## src/hw/dump_defs.svh

```systemverilog
`ifndef DUMP_DEFS_SVH
`define DUMP_DEFS_SVH

// one word holds 16 samples of sig, oldest in the msb
`define DUMP_WORD_W   16

`define DUMP_ADDR_W   8  // 256 words of sample memory

// clocks per uart bit, so one 8N1 frame is 80 cycles
`define DUMP_BAUD_DIV 8

`define DUMP_APB_AW   4  // byte offsets 0x0 to 0xc

`endif
```

## src/hw/dump_pkg.sv

```systemverilog
`include "dump_defs.svh"

package dump_pkg;

    typedef logic [`DUMP_WORD_W-1:0] word_t;  // packed sample word
    typedef logic [`DUMP_ADDR_W-1:0] addr_t;
    typedef logic [`DUMP_ADDR_W:0]   count_t; // 0 to 256 words

    typedef enum logic [2:0] {
        IDLE,
        READ,      // request held until rd_gnt
        WAIT_DATA, // memory read latency
        SEND_HI,
        SEND_LO
    } dump_state_e;

    // apb register offsets
    localparam logic [`DUMP_APB_AW-1:0] REG_CTRL   = `DUMP_APB_AW'('h0);
    localparam logic [`DUMP_APB_AW-1:0] REG_STATUS = `DUMP_APB_AW'('h4);
    localparam logic [`DUMP_APB_AW-1:0] REG_COUNT  = `DUMP_APB_AW'('h8);

endpackage

```

## src/hw/sig_dump_top.sv

```systemverilog
`include "dump_defs.svh"

module sig_dump_top (
    input  logic                    clk,
    input  logic                    rst,
    input  logic                    sig,
    input  logic                    psel,
    input  logic                    penable,
    input  logic                    pwrite,
    input  logic [`DUMP_APB_AW-1:0] paddr,
    input  logic [31:0]             pwdata,
    output logic [31:0]             prdata,
    output logic                    pready,
    output logic                    pslverr,
    output logic                    tx_serial
);
    import dump_pkg::*;

    logic       capture_en, dump_start, clear;
    logic       full, dump_busy;
    count_t     count;
    logic       wr_req, wr_gnt, rd_req, rd_gnt;
    addr_t      wr_addr, rd_addr, ram_addr;
    word_t      wr_data, rd_data, ram_wdata, ram_rdata;
    logic       ram_we;
    logic       tx_start, tx_busy;
    logic [7:0] tx_data;

    dump_apb_regs u_regs (
        .clk, .rst, .psel, .penable, .pwrite, .paddr, .pwdata,
        .dump_busy, .full, .count,
        .prdata, .pready, .pslverr, .capture_en, .dump_start, .clear
    );

    bit_sampler u_sampler (
        .clk, .rst, .sig, .capture_en, .clear, .wr_gnt,
        .wr_req, .wr_addr, .wr_data, .count, .full
    );

    ram_arbiter u_arb (
        .clk, .rst, .wr_req, .wr_addr, .wr_data, .rd_req, .rd_addr,
        .wr_gnt, .rd_gnt, .rd_data, .ram_we, .ram_addr, .ram_wdata, .ram_rdata
    );

    sample_ram u_ram (
        .clk, .we(ram_we), .addr(ram_addr), .wdata(ram_wdata), .rdata(ram_rdata)
    );

    hex_dumper u_dumper (
        .clk, .rst, .dump_start, .count, .rd_gnt, .rd_data, .tx_busy,
        .rd_req, .rd_addr, .tx_start, .tx_data, .dump_busy
    );

    uart_tx u_uart (
        .clk, .rst, .tx_start, .tx_data, .tx_serial, .tx_busy
    );

endmodule

```

## src/hw/dump_apb_regs.sv

```systemverilog
`include "dump_defs.svh"

module dump_apb_regs (
    input  logic                    clk,
    input  logic                    rst,
    input  logic                    psel,
    input  logic                    penable,
    input  logic                    pwrite,
    input  logic [`DUMP_APB_AW-1:0] paddr,
    input  logic [31:0]             pwdata,
    input  logic                    dump_busy,
    input  logic                    full,
    input  dump_pkg::count_t        count,
    output logic [31:0]             prdata,
    output logic                    pready,
    output logic                    pslverr,
    output logic                    capture_en,
    output logic                    dump_start,
    output logic                    clear
);
    import dump_pkg::*;

    logic access;
    logic hit;

    assign access  = psel && penable;
    assign hit     = (paddr == REG_CTRL) || (paddr == REG_STATUS) || (paddr == REG_COUNT);
    assign pready  = 1'b1; // zero wait states
    assign pslverr = access && !hit;

    always_ff @(posedge clk) begin
        if (!rst) begin
            capture_en <= 1'b0;
            dump_start <= 1'b0;
            clear      <= 1'b0;
        end else begin
            dump_start <= 1'b0;
            clear      <= 1'b0;
            if (access && pwrite && paddr == REG_CTRL) begin
                capture_en <= pwdata[0];
                dump_start <= pwdata[1]; // pulse, reads back 0
                clear      <= pwdata[2];
            end
        end
    end

    always_comb begin
        prdata = '0;
        case (paddr)
            REG_CTRL:   prdata[0]   = capture_en;
            REG_STATUS: prdata[1:0] = {full, dump_busy};
            REG_COUNT:  prdata[`DUMP_ADDR_W:0] = count;
            default:    prdata = '0;
        endcase
    end

endmodule

```

## src/hw/uart_tx.sv

```systemverilog
`include "dump_defs.svh"

module uart_tx (
    input  logic       clk,
    input  logic       rst,
    input  logic       tx_start,
    input  logic [7:0] tx_data,
    output logic       tx_serial,
    output logic       tx_busy
);

    localparam int BAUD_W = $clog2(`DUMP_BAUD_DIV);
    localparam logic [BAUD_W-1:0] BAUD_LAST = BAUD_W'(`DUMP_BAUD_DIV - 1);

    logic [BAUD_W-1:0] baud_q;
    logic [3:0]        bit_q;   // 0 is the start bit, 9 the stop bit
    logic [9:0]        frame_q; // shifts out lsb first

    assign tx_serial = frame_q[0];

    always_ff @(posedge clk) begin
        if (!rst) begin
            baud_q  <= '0;
            bit_q   <= '0;
            frame_q <= '1; // line idles high
            tx_busy <= 1'b0;
        end else if (!tx_busy) begin
            if (tx_start) begin
                frame_q <= {1'b1, tx_data, 1'b0};
                baud_q  <= '0;
                bit_q   <= '0;
                tx_busy <= 1'b1;
            end
        end else if (baud_q == BAUD_LAST) begin
            baud_q  <= '0;
            frame_q <= {1'b1, frame_q[9:1]}; // refill with idle level
            if (bit_q == 4'd9) begin
                tx_busy <= 1'b0; // stop bit done
            end else begin
                bit_q <= bit_q + 1'b1;
            end
        end else begin
            baud_q <= baud_q + 1'b1;
        end
    end

endmodule

```

## src/hw/hex_dumper.sv

```systemverilog
module hex_dumper (
    input  logic             clk,
    input  logic             rst,
    input  logic             dump_start,
    input  dump_pkg::count_t count,
    input  logic             rd_gnt,
    input  dump_pkg::word_t  rd_data,
    input  logic             tx_busy,
    output logic             rd_req,
    output dump_pkg::addr_t  rd_addr,
    output logic             tx_start,
    output logic [7:0]       tx_data,
    output logic             dump_busy
);
    import dump_pkg::*;

    dump_state_e state_q;
    addr_t       addr_q;
    count_t      last_q;  // word count taken at dump start
    word_t       word_q;
    logic        tx_free; // uart idle and no start in flight

    assign rd_req    = (state_q == READ);
    assign rd_addr   = addr_q;
    assign tx_free   = !tx_busy && !tx_start;
    // stays high until the last stop bit is out
    assign dump_busy = (state_q != IDLE) || tx_start || tx_busy;

    always_ff @(posedge clk) begin
        if (!rst) begin
            state_q  <= IDLE;
            addr_q   <= '0;
            last_q   <= '0;
            tx_start <= 1'b0;
        end else begin
            tx_start <= 1'b0; // single-cycle pulse
            case (state_q)
                IDLE: begin
                    if (dump_start && !dump_busy && count != '0) begin
                        last_q  <= count;
                        addr_q  <= '0;
                        state_q <= READ;
                    end
                end
                READ: begin
                    if (rd_gnt) state_q <= WAIT_DATA; // writer may hold us off
                end
                WAIT_DATA: state_q <= SEND_HI;
                SEND_HI: begin
                    if (tx_free) begin
                        tx_start <= 1'b1;
                        state_q  <= SEND_LO;
                    end
                end
                SEND_LO: begin
                    if (tx_free) begin
                        tx_start <= 1'b1;
                        if (count_t'(addr_q) + 1'b1 == last_q) begin
                            state_q <= IDLE;
                        end else begin
                            addr_q  <= addr_q + 1'b1;
                            state_q <= READ;
                        end
                    end
                end
                default: state_q <= IDLE;
            endcase
        end
    end

    // byte and word holding registers
    always_ff @(posedge clk) begin
        if (state_q == WAIT_DATA) word_q <= rd_data;
        if (state_q == SEND_HI && tx_free) tx_data <= word_q[15:8];
        if (state_q == SEND_LO && tx_free) tx_data <= word_q[7:0];
    end

endmodule

```

## src/hw/ram_arbiter.sv

```systemverilog
module ram_arbiter (
    input  logic            clk,
    input  logic            rst,
    input  logic            wr_req,
    input  dump_pkg::addr_t wr_addr,
    input  dump_pkg::word_t wr_data,
    input  logic            rd_req,
    input  dump_pkg::addr_t rd_addr,
    output logic            wr_gnt,
    output logic            rd_gnt,
    output dump_pkg::word_t rd_data,
    output logic            ram_we,
    output dump_pkg::addr_t ram_addr,
    output dump_pkg::word_t ram_wdata,
    input  dump_pkg::word_t ram_rdata
);
    import dump_pkg::*;

    logic  rd_pend_q; // read was granted last cycle
    word_t rd_hold_q;

    // fixed priority, capture never waits
    assign wr_gnt = wr_req;
    assign rd_gnt = rd_req && !wr_req;

    assign ram_we    = wr_gnt;
    assign ram_addr  = wr_gnt ? wr_addr : rd_addr;
    assign ram_wdata = wr_data;

    always_ff @(posedge clk) begin
        if (!rst) begin
            rd_pend_q <= 1'b0;
        end else begin
            rd_pend_q <= rd_gnt;
        end
    end

    // keeps the last read word stable once the writer takes the port
    always_ff @(posedge clk) begin
        if (rd_pend_q) begin
            rd_hold_q <= ram_rdata;
        end
    end

    assign rd_data = rd_pend_q ? ram_rdata : rd_hold_q;

endmodule

```

## src/hw/sample_ram.sv

```systemverilog
`include "dump_defs.svh"

module sample_ram (
    input  logic            clk,
    input  logic            we,
    input  dump_pkg::addr_t addr,
    input  dump_pkg::word_t wdata,
    output dump_pkg::word_t rdata
);
    import dump_pkg::*;

    localparam int DEPTH = 1 << `DUMP_ADDR_W;

    word_t mem [0:DEPTH-1];

    // single shared port, read-first
    always_ff @(posedge clk) begin
        if (we) begin
            mem[addr] <= wdata;
        end
        rdata <= mem[addr]; // valid the cycle after the access
    end

endmodule

```

## src/hw/bit_sampler.sv

```systemverilog
`include "dump_defs.svh"

module bit_sampler (
    input  logic             clk,
    input  logic             rst,
    input  logic             sig,
    input  logic             capture_en,
    input  logic             clear,
    input  logic             wr_gnt,
    output logic             wr_req,
    output dump_pkg::addr_t  wr_addr,
    output dump_pkg::word_t  wr_data,
    output dump_pkg::count_t count,
    output logic             full
);
    import dump_pkg::*;

    localparam int BIT_W = $clog2(`DUMP_WORD_W);
    localparam logic [BIT_W-1:0] LAST_BIT = BIT_W'(`DUMP_WORD_W - 1);

    word_t            shift_q;
    logic [BIT_W-1:0] bit_cnt;
    logic             sampling;

    assign full     = count[`DUMP_ADDR_W];     // set only at 256
    assign wr_addr  = count[`DUMP_ADDR_W-1:0]; // next free word
    assign sampling = capture_en && !full;

    always_ff @(posedge clk) begin
        if (!rst) begin
            bit_cnt <= '0;
            count   <= '0;
            wr_req  <= 1'b0;
        end else if (clear) begin
            bit_cnt <= '0;
            count   <= '0; // memory contents left as they are
            wr_req  <= 1'b0;
        end else begin
            if (wr_req && wr_gnt) begin
                wr_req <= 1'b0;
                count  <= count + 1'b1;
            end
            if (sampling) begin
                bit_cnt <= bit_cnt + 1'b1;
                if (bit_cnt == LAST_BIT) begin
                    wr_req <= 1'b1;
                end
            end
        end
    end

    // payload path, no reset
    always_ff @(posedge clk) begin
        if (sampling) begin
            shift_q <= {shift_q[`DUMP_WORD_W-2:0], sig};
            if (bit_cnt == LAST_BIT) begin
                wr_data <= {shift_q[`DUMP_WORD_W-2:0], sig}; // oldest bit ends up in msb
            end
        end
    end

endmodule

```

## config.mk

```make
export PLATFORM = sky130hd
export DESIGN_NAME = sig_dump_top
export DESIGN_NICKNAME = d
export VERILOG_FILES = /design/src/hw/dump_pkg.sv /design/src/hw/sig_dump_top.sv /design/src/hw/dump_apb_regs.sv /design/src/hw/uart_tx.sv /design/src/hw/hex_dumper.sv /design/src/hw/ram_arbiter.sv /design/src/hw/sample_ram.sv /design/src/hw/bit_sampler.sv
export VERILOG_INCLUDE_DIRS = /design/src /design/src/hw
export SDC_FILE = /design/constraint.sdc
export NUM_CORES = 2
export LEC_CHECK = 0
export BUFFER_PORTS_ARGS = -buffer_cell sky130_fd_sc_hd__buf_2
export CAP_MARGIN = 15
export CELL_PAD_IN_SITES_DETAIL_PLACEMENT = 1
export CELL_PAD_IN_SITES_GLOBAL_PLACEMENT = 1
export CORE_MARGIN = 1
export CORE_UTILIZATION = 60
export DETAILED_ROUTE_END_ITERATION = 10
export GPL_TIMING_DRIVEN = 0
export PLACE_DENSITY_LB_ADDON = 0.1
export SLEW_MARGIN = 10
export SYNTH_ARGS = -nofsm -noshare
export SYNTH_HDL_FRONTEND = slang
export SYNTH_SLANG_ARGS = --single-unit
```

## constraint.sdc

```tcl
create_clock -name clk -period 6.65 [get_ports clk]
set_input_delay 0.3325 -clock clk [delete_from_list [all_inputs] [get_ports clk]]
set_output_delay 0.3325 -clock clk [all_outputs]
set_load 0.01 [all_outputs]
```

==> results_tabular.tex <==
\begin{tabular}{lr}
\hline
Metric & Value \\
\hline
\multicolumn{2}{l}{\textbf{Run status}} \\
Status & complete, but fails checks \\
Violations in the final reports & setup timing \\
\multicolumn{2}{l}{\textbf{Logic synthesis}} \\
Unique masters post-synth & 56 \\
Top cells by area, synth & sky130\_fd\_sc\_hd\_\_edfxtp\_1 77\%, sky130\_fd\_sc\_hd\_\_mux2i\_1 8.0\%, sky130\_fd\_sc\_hd\_\_mux4\_2 5.3\%, sky130\_fd\_sc\_hd\_\_o22ai\_1 2.5\%, sky130\_fd\_sc\_hd\_\_dfxtp\_1 1.1\% \\
Number of enable flip-flop cells after synthesis & approximately 4,200 \\
Top cell type's share of synthesized area & 0.769 \\
Prevailing post-synth register cell & sky130\_fd\_sc\_hd\_\_edfxtp\_1 \\
Register bit count reported by yosys & between 4,000 and 5,000 \\
Count of mapped cells out of synthesis & approximately 8,400 \\
Synth Cell Area & 162,000 µm² \\
Register area share after synthesis & 0.780 \\
Number of warnings issued by yosys & 0 \\
Async set-reset flop share out of synthesis & 0 \\
Cell type with the highest aggregate area in the netlist & sky130\_fd\_sc\_hd\_\_edfxtp\_1 \\
Avg Synthesized Cell Area & just under 20 µm² \\
\multicolumn{2}{l}{\textbf{Setup path}} \\
Reg-to-Reg Start & u\_sampler.count[1] \\
Largest delay share family, worst path & buffers and inverters \\
Endpoint of the worst-slack reg-to-reg timing path & u\_ram.rdata[12] \\
Flop-to-flop setup slack & -160 ps \\
Highest fanout seen on the critical path & 10 \\
Startpoint types & register \\
List of cells traversed by the critical path & clkbuf\_1 -> mux2i\_4 -> nand2\_1 -> clkbuf\_1 -> buf\_8 -> clkbuf\_1 -> o22ai\_1 -> o41ai\_1 -> nand4\_1 -> and4\_1 \\
Critical Path Slowest Stage Cell & sky130\_fd\_sc\_hd\_\_o41ai\_1 \\
Element type at the critical path end & register \\
Worst Reg-to-Reg Cells & 10 \\
Required time at the endpoint of the critical path & between 7000 and 8000 ps \\
Data arrival time at the worst-slack endpoint & 7680 ps \\
WP buf/inv & 4 \\
Cell occurring most often along the worst timing path & sky130\_fd\_sc\_hd\_\_clkbuf\_1 \\
Worst path max stage delay & 1290 ps \\
Critical path type & reg -> reg \\
\multicolumn{2}{l}{\textbf{Cells and area}} \\
Share of final-layout standard cells stronger than drive strength 1 & 0.210 \\
Area grow syn2layout & 16.7\% \\
Finished Core Util & 0.705 \\
Leading cell type in the layout, fill and taps excluded & sky130\_fd\_sc\_hd\_\_edfxtp\_1 \\
Final Cell Area & 189,000 µm² \\
Most frequent cells in the layout & 4,151 x sky130\_fd\_sc\_hd\_\_edfxtp\_1, 1,293 x sky130\_fd\_sc\_hd\_\_mux2i\_1, 641 x sky130\_fd\_sc\_hd\_\_o22ai\_1 \\
Nets@finish & approximately 9,400 \\
Filler cells & roughly 21,000 \\
\multicolumn{2}{l}{\textbf{STA}} \\
Post-Route Setup TNS & -195 ps \\
Time the final worst path needs with I/O delays and setup & slightly below 7000 ps \\
Final setup violation count & 2 \\
Setup repair after global routing missed its margin & false \\
Share of the clock period used by the worst path & 1.02 \\
Actual transition at the worst max-transition pin & $\sim$1500 ps \\
Max-slew violation count & 0 \\
Max-Slew Margin vs Limit & 0.0283 \\
Achievable Freq & 147 MHz \\
Final critical-path setup slack & -161 ps \\
Setup clock skew after layout & roughly 45 ps \\
Number of hold violations in the final report & 0 \\
\multicolumn{2}{l}{\textbf{Pwr}} \\
Share of power burned in the clock network & 0.450 \\
Worst VDD drop & between 300 and 400 µV \\
Power per cell area & 281 nW/µm² \\
Total net switching power & roughly 11 mW \\
Comb power frac & 0.004 \\
Design internal power & roughly 42 mW \\
Leakage power of the design & $\sim$57 nW \\
Switching power as a share of total power & 0.199 \\
Sequential cell fraction of total power & 0.546 \\
Total Power & between 50 and 60 mW \\
\multicolumn{2}{l}{\textbf{Clocking}} \\
Worst-path clk slew & 70 ps \\
CTS sink cnt & $\sim$4,200 \\
Post-cts gate resize count & 0 \\
Number of setup buffers added after CTS & 0 \\
Cell chosen for the clock root & sky130\_fd\_sc\_hd\_\_clkbuf\_16 \\
Clock insertion delay at the later pin of the skew report & between 900 and 1000 ps \\
CTS Buf Count & around 410 \\
TritonCTS clock tree & yes \\
Longest Clk Path Bufs & 4 \\
H-tree levels & 5 \\
\multicolumn{2}{l}{\textbf{Floorplanning}} \\
Number of cell rows & 190 \\
Core area & between 200,000 and 300,000 µm² \\
DIE WIDTH & 522 µm \\
Vertical die dimension & $\sim$520 µm \\
Number of primary I/O pins & between 70 and 80 \\
Initial cell density of the core & 0.604 \\
Die area & 272,000 µm² \\
\multicolumn{2}{l}{\textbf{Placement}} \\
Placer Congestion & 0.939 \\
DP Area & around 180,000 µm² \\
PortBufs & 22 \\
Post-placement worst setup slack & roughly 270 ps \\
Hpwl dp & around 380,000 µm \\
\multicolumn{2}{l}{\textbf{Drt}} \\
First-pass iteration count of the detailed router & 6 \\
Vias after detailed routing & $\sim$95,000 \\
1st-iter DRT viols & 15,200 \\
Remaining number of nets flagged by the antenna check after routing & 0 \\
Final routed DRC violation total & 0 \\
Via density per instance & about 7 \\
Routed WL per cell & about 42 µm \\
Total wirelength of the detailed-routed design & roughly 560,000 µm \\
\multicolumn{2}{l}{\textbf{Global route}} \\
Largest net degree at the start of global routing & 33 \\
Vias in the first global route & 96,000 \\
First-pass GRT wire length & about 760,000 µm \\
Total global routing overflow & 0 \\
Initial antenna violation count & between 40 and 50 \\
Combined global-route utilization of all metal layers & 0.410 \\
\multicolumn{2}{l}{\textbf{Worst hold path}} \\
Min-Delay Path Class & in -> reg \\
Startpoint of the tightest hold check path & sig \\
End point of the most critical hold path & u\_sampler.wr\_data[0] \\
Worst Hold Path Cells & 2 \\
\multicolumn{2}{l}{\textbf{Run}} \\
Max\_cap viols & 0 \\
\hline
\end{tabular}
-- worst register-to-register path: stages (launching register included) --
cell                       delay [ps]
sky130_fd_sc_hd__dfxtp_1          340
sky130_fd_sc_hd__clkbuf_1         500
sky130_fd_sc_hd__mux2i_4          440
sky130_fd_sc_hd__nand2_1         1100
sky130_fd_sc_hd__clkbuf_1         650
sky130_fd_sc_hd__buf_8            240
sky130_fd_sc_hd__clkbuf_1         800
sky130_fd_sc_hd__o22ai_1          340
sky130_fd_sc_hd__o41ai_1         1290
sky130_fd_sc_hd__nand4_1          620
sky130_fd_sc_hd__and4_1           380
-- worst max-delay path by stage --
| stage | startpoint | end | slack, ps | cells after the start |
|---|---|---|---|---|
| after floorplan | u_sampler.wr_data[0] | u_ram.mem[0][0] | 2600 | 0 |
| after global placement | u_sampler.wr_data[4] | u_ram.mem[166][4] | -2780 | 0 |
| after detailed placement | u_sampler.count[1] | u_ram.rdata[12] | 270 | 10 |
| after CTS | u_sampler.count[1] | u_ram.rdata[12] | 220 | 10 |
| after global routing | u_sampler.count[1] | u_ram.rdata[12] | 160 | 10 |
| final | u_sampler.count[1] | u_ram.rdata[12] | -160 | 10 |
-- state kept, by name (all words and copies together), names as in the netlist, 9 cells and up --
| register | count |
|---|---|
| u_dumper.word_q | 16 |
| u_arb.rd_hold_q | 16 |
| u_ram.rdata | 16 |
| u_sampler.wr_data | 16 |
| u_ram.mem | 4096 |
| u_sampler.count | 9 |
| u_sampler.shift_q | 15 |
| u_uart.frame_q | 9 |
| u_dumper.last_q | 9 |
-- cell families after synthesis --
kind of cell / after synthesis / share of synthesized area
fa+ha+maj: 8 / 0.000618
buf+inv: 548 / 0.0162
simple gates: 786 / 0.0219
other cells: 2 / 0.0000463
flops: 4239 / 0.780
xor+xnor: 24 / 0.00138
mux: 1696 / 0.135
compound gates: 1102 / 0.0452
-- layout make-up --
class	count	area, µm²	area share
antenna	28	70.1	0.000370
buffer	536	2610	0.0138
clock buffer	510	11000	0.0582
clock inverter	245	2380	0.0126
inverter	12	45.0	0.000238
multi-input combinational	3640	34000	0.180
sequential	4239	126000	0.668
tap	3552	4440	0.0235
timing repair buffer	512	8140	0.0430
-- cell usage after synthesis, types with 11 or more instances --
| library cell | number |
|---|---|
| sky130_fd_sc_hd__edfxtp_1 | 4151 |
| sky130_fd_sc_hd__mux2i_1 | 1294 |
| sky130_fd_sc_hd__o22ai_1 | 641 |
| sky130_fd_sc_hd__mux4_2 | 384 |
| sky130_fd_sc_hd__nand2_1 | 276 |
| sky130_fd_sc_hd__nor2_1 | 264 |
| sky130_fd_sc_hd__clkbuf_1 | 261 |
| sky130_fd_sc_hd__o41ai_1 | 160 |
| sky130_fd_sc_hd__buf_2 | 155 |
| sky130_fd_sc_hd__a22oi_1 | 129 |
| sky130_fd_sc_hd__a21oi_1 | 123 |
| sky130_fd_sc_hd__nand4_1 | 105 |
| sky130_fd_sc_hd__dfxtp_1 | 88 |
| sky130_fd_sc_hd__buf_4 | 68 |
| sky130_fd_sc_hd__nor3_1 | 49 |
| sky130_fd_sc_hd__buf_1 | 37 |
| sky130_fd_sc_hd__nand3_1 | 25 |
| sky130_fd_sc_hd__o21ai_0 | 19 |
| sky130_fd_sc_hd__and4_1 | 17 |
| sky130_fd_sc_hd__mux2_2 | 17 |
| sky130_fd_sc_hd__buf_6 | 15 |
| sky130_fd_sc_hd__inv_1 | 12 |
| sky130_fd_sc_hd__xnor2_1 | 12 |
| sky130_fd_sc_hd__xor2_1 | 11 |
-- stage by stage --
step                      std cells  hold WS (ps)
after floorplan                8427           389
after global placement        12000           405
after detailed placement      12500           432
after CTS                     13200          99.1
after global routing          13200           138
final                         13300           150
-- power groups by stage --
stage | Combinational, mW | Clock (mW) | Sequential, mW
after floorplan | 0.147 | 0 | 29.5
after global placement | 0.196 | 0 | 29.5
after detailed placement | 0.207 | 0 | 29.5
after CTS | 0.213 | 23.8 | 29.0
after global routing | 0.228 | 24.6 | 28.9
final | 0.218 | 23.9 | 29.0
-- per-layer routing --
layer / up-vias / global-route usage / routed length [µm]
met5: - / 0.00158 / 271
met4: 36 / 0.256 / 40700
met3: 1628 / 0.110 / 67800
met2: 7657 / 0.627 / 257000
met1: 49400 / 0.526 / 193000
li1: 36400 / - / -
-- what timing repair did --
| item | CTS | global route |
|---|---|---|
| hold buffers | 8 | 0 |
| setup endpoints to repair | 0 | 0 |
| hold endpoints to repair | 10 | 0 |
Note: power is estimated with default switching activity, not from simulation.
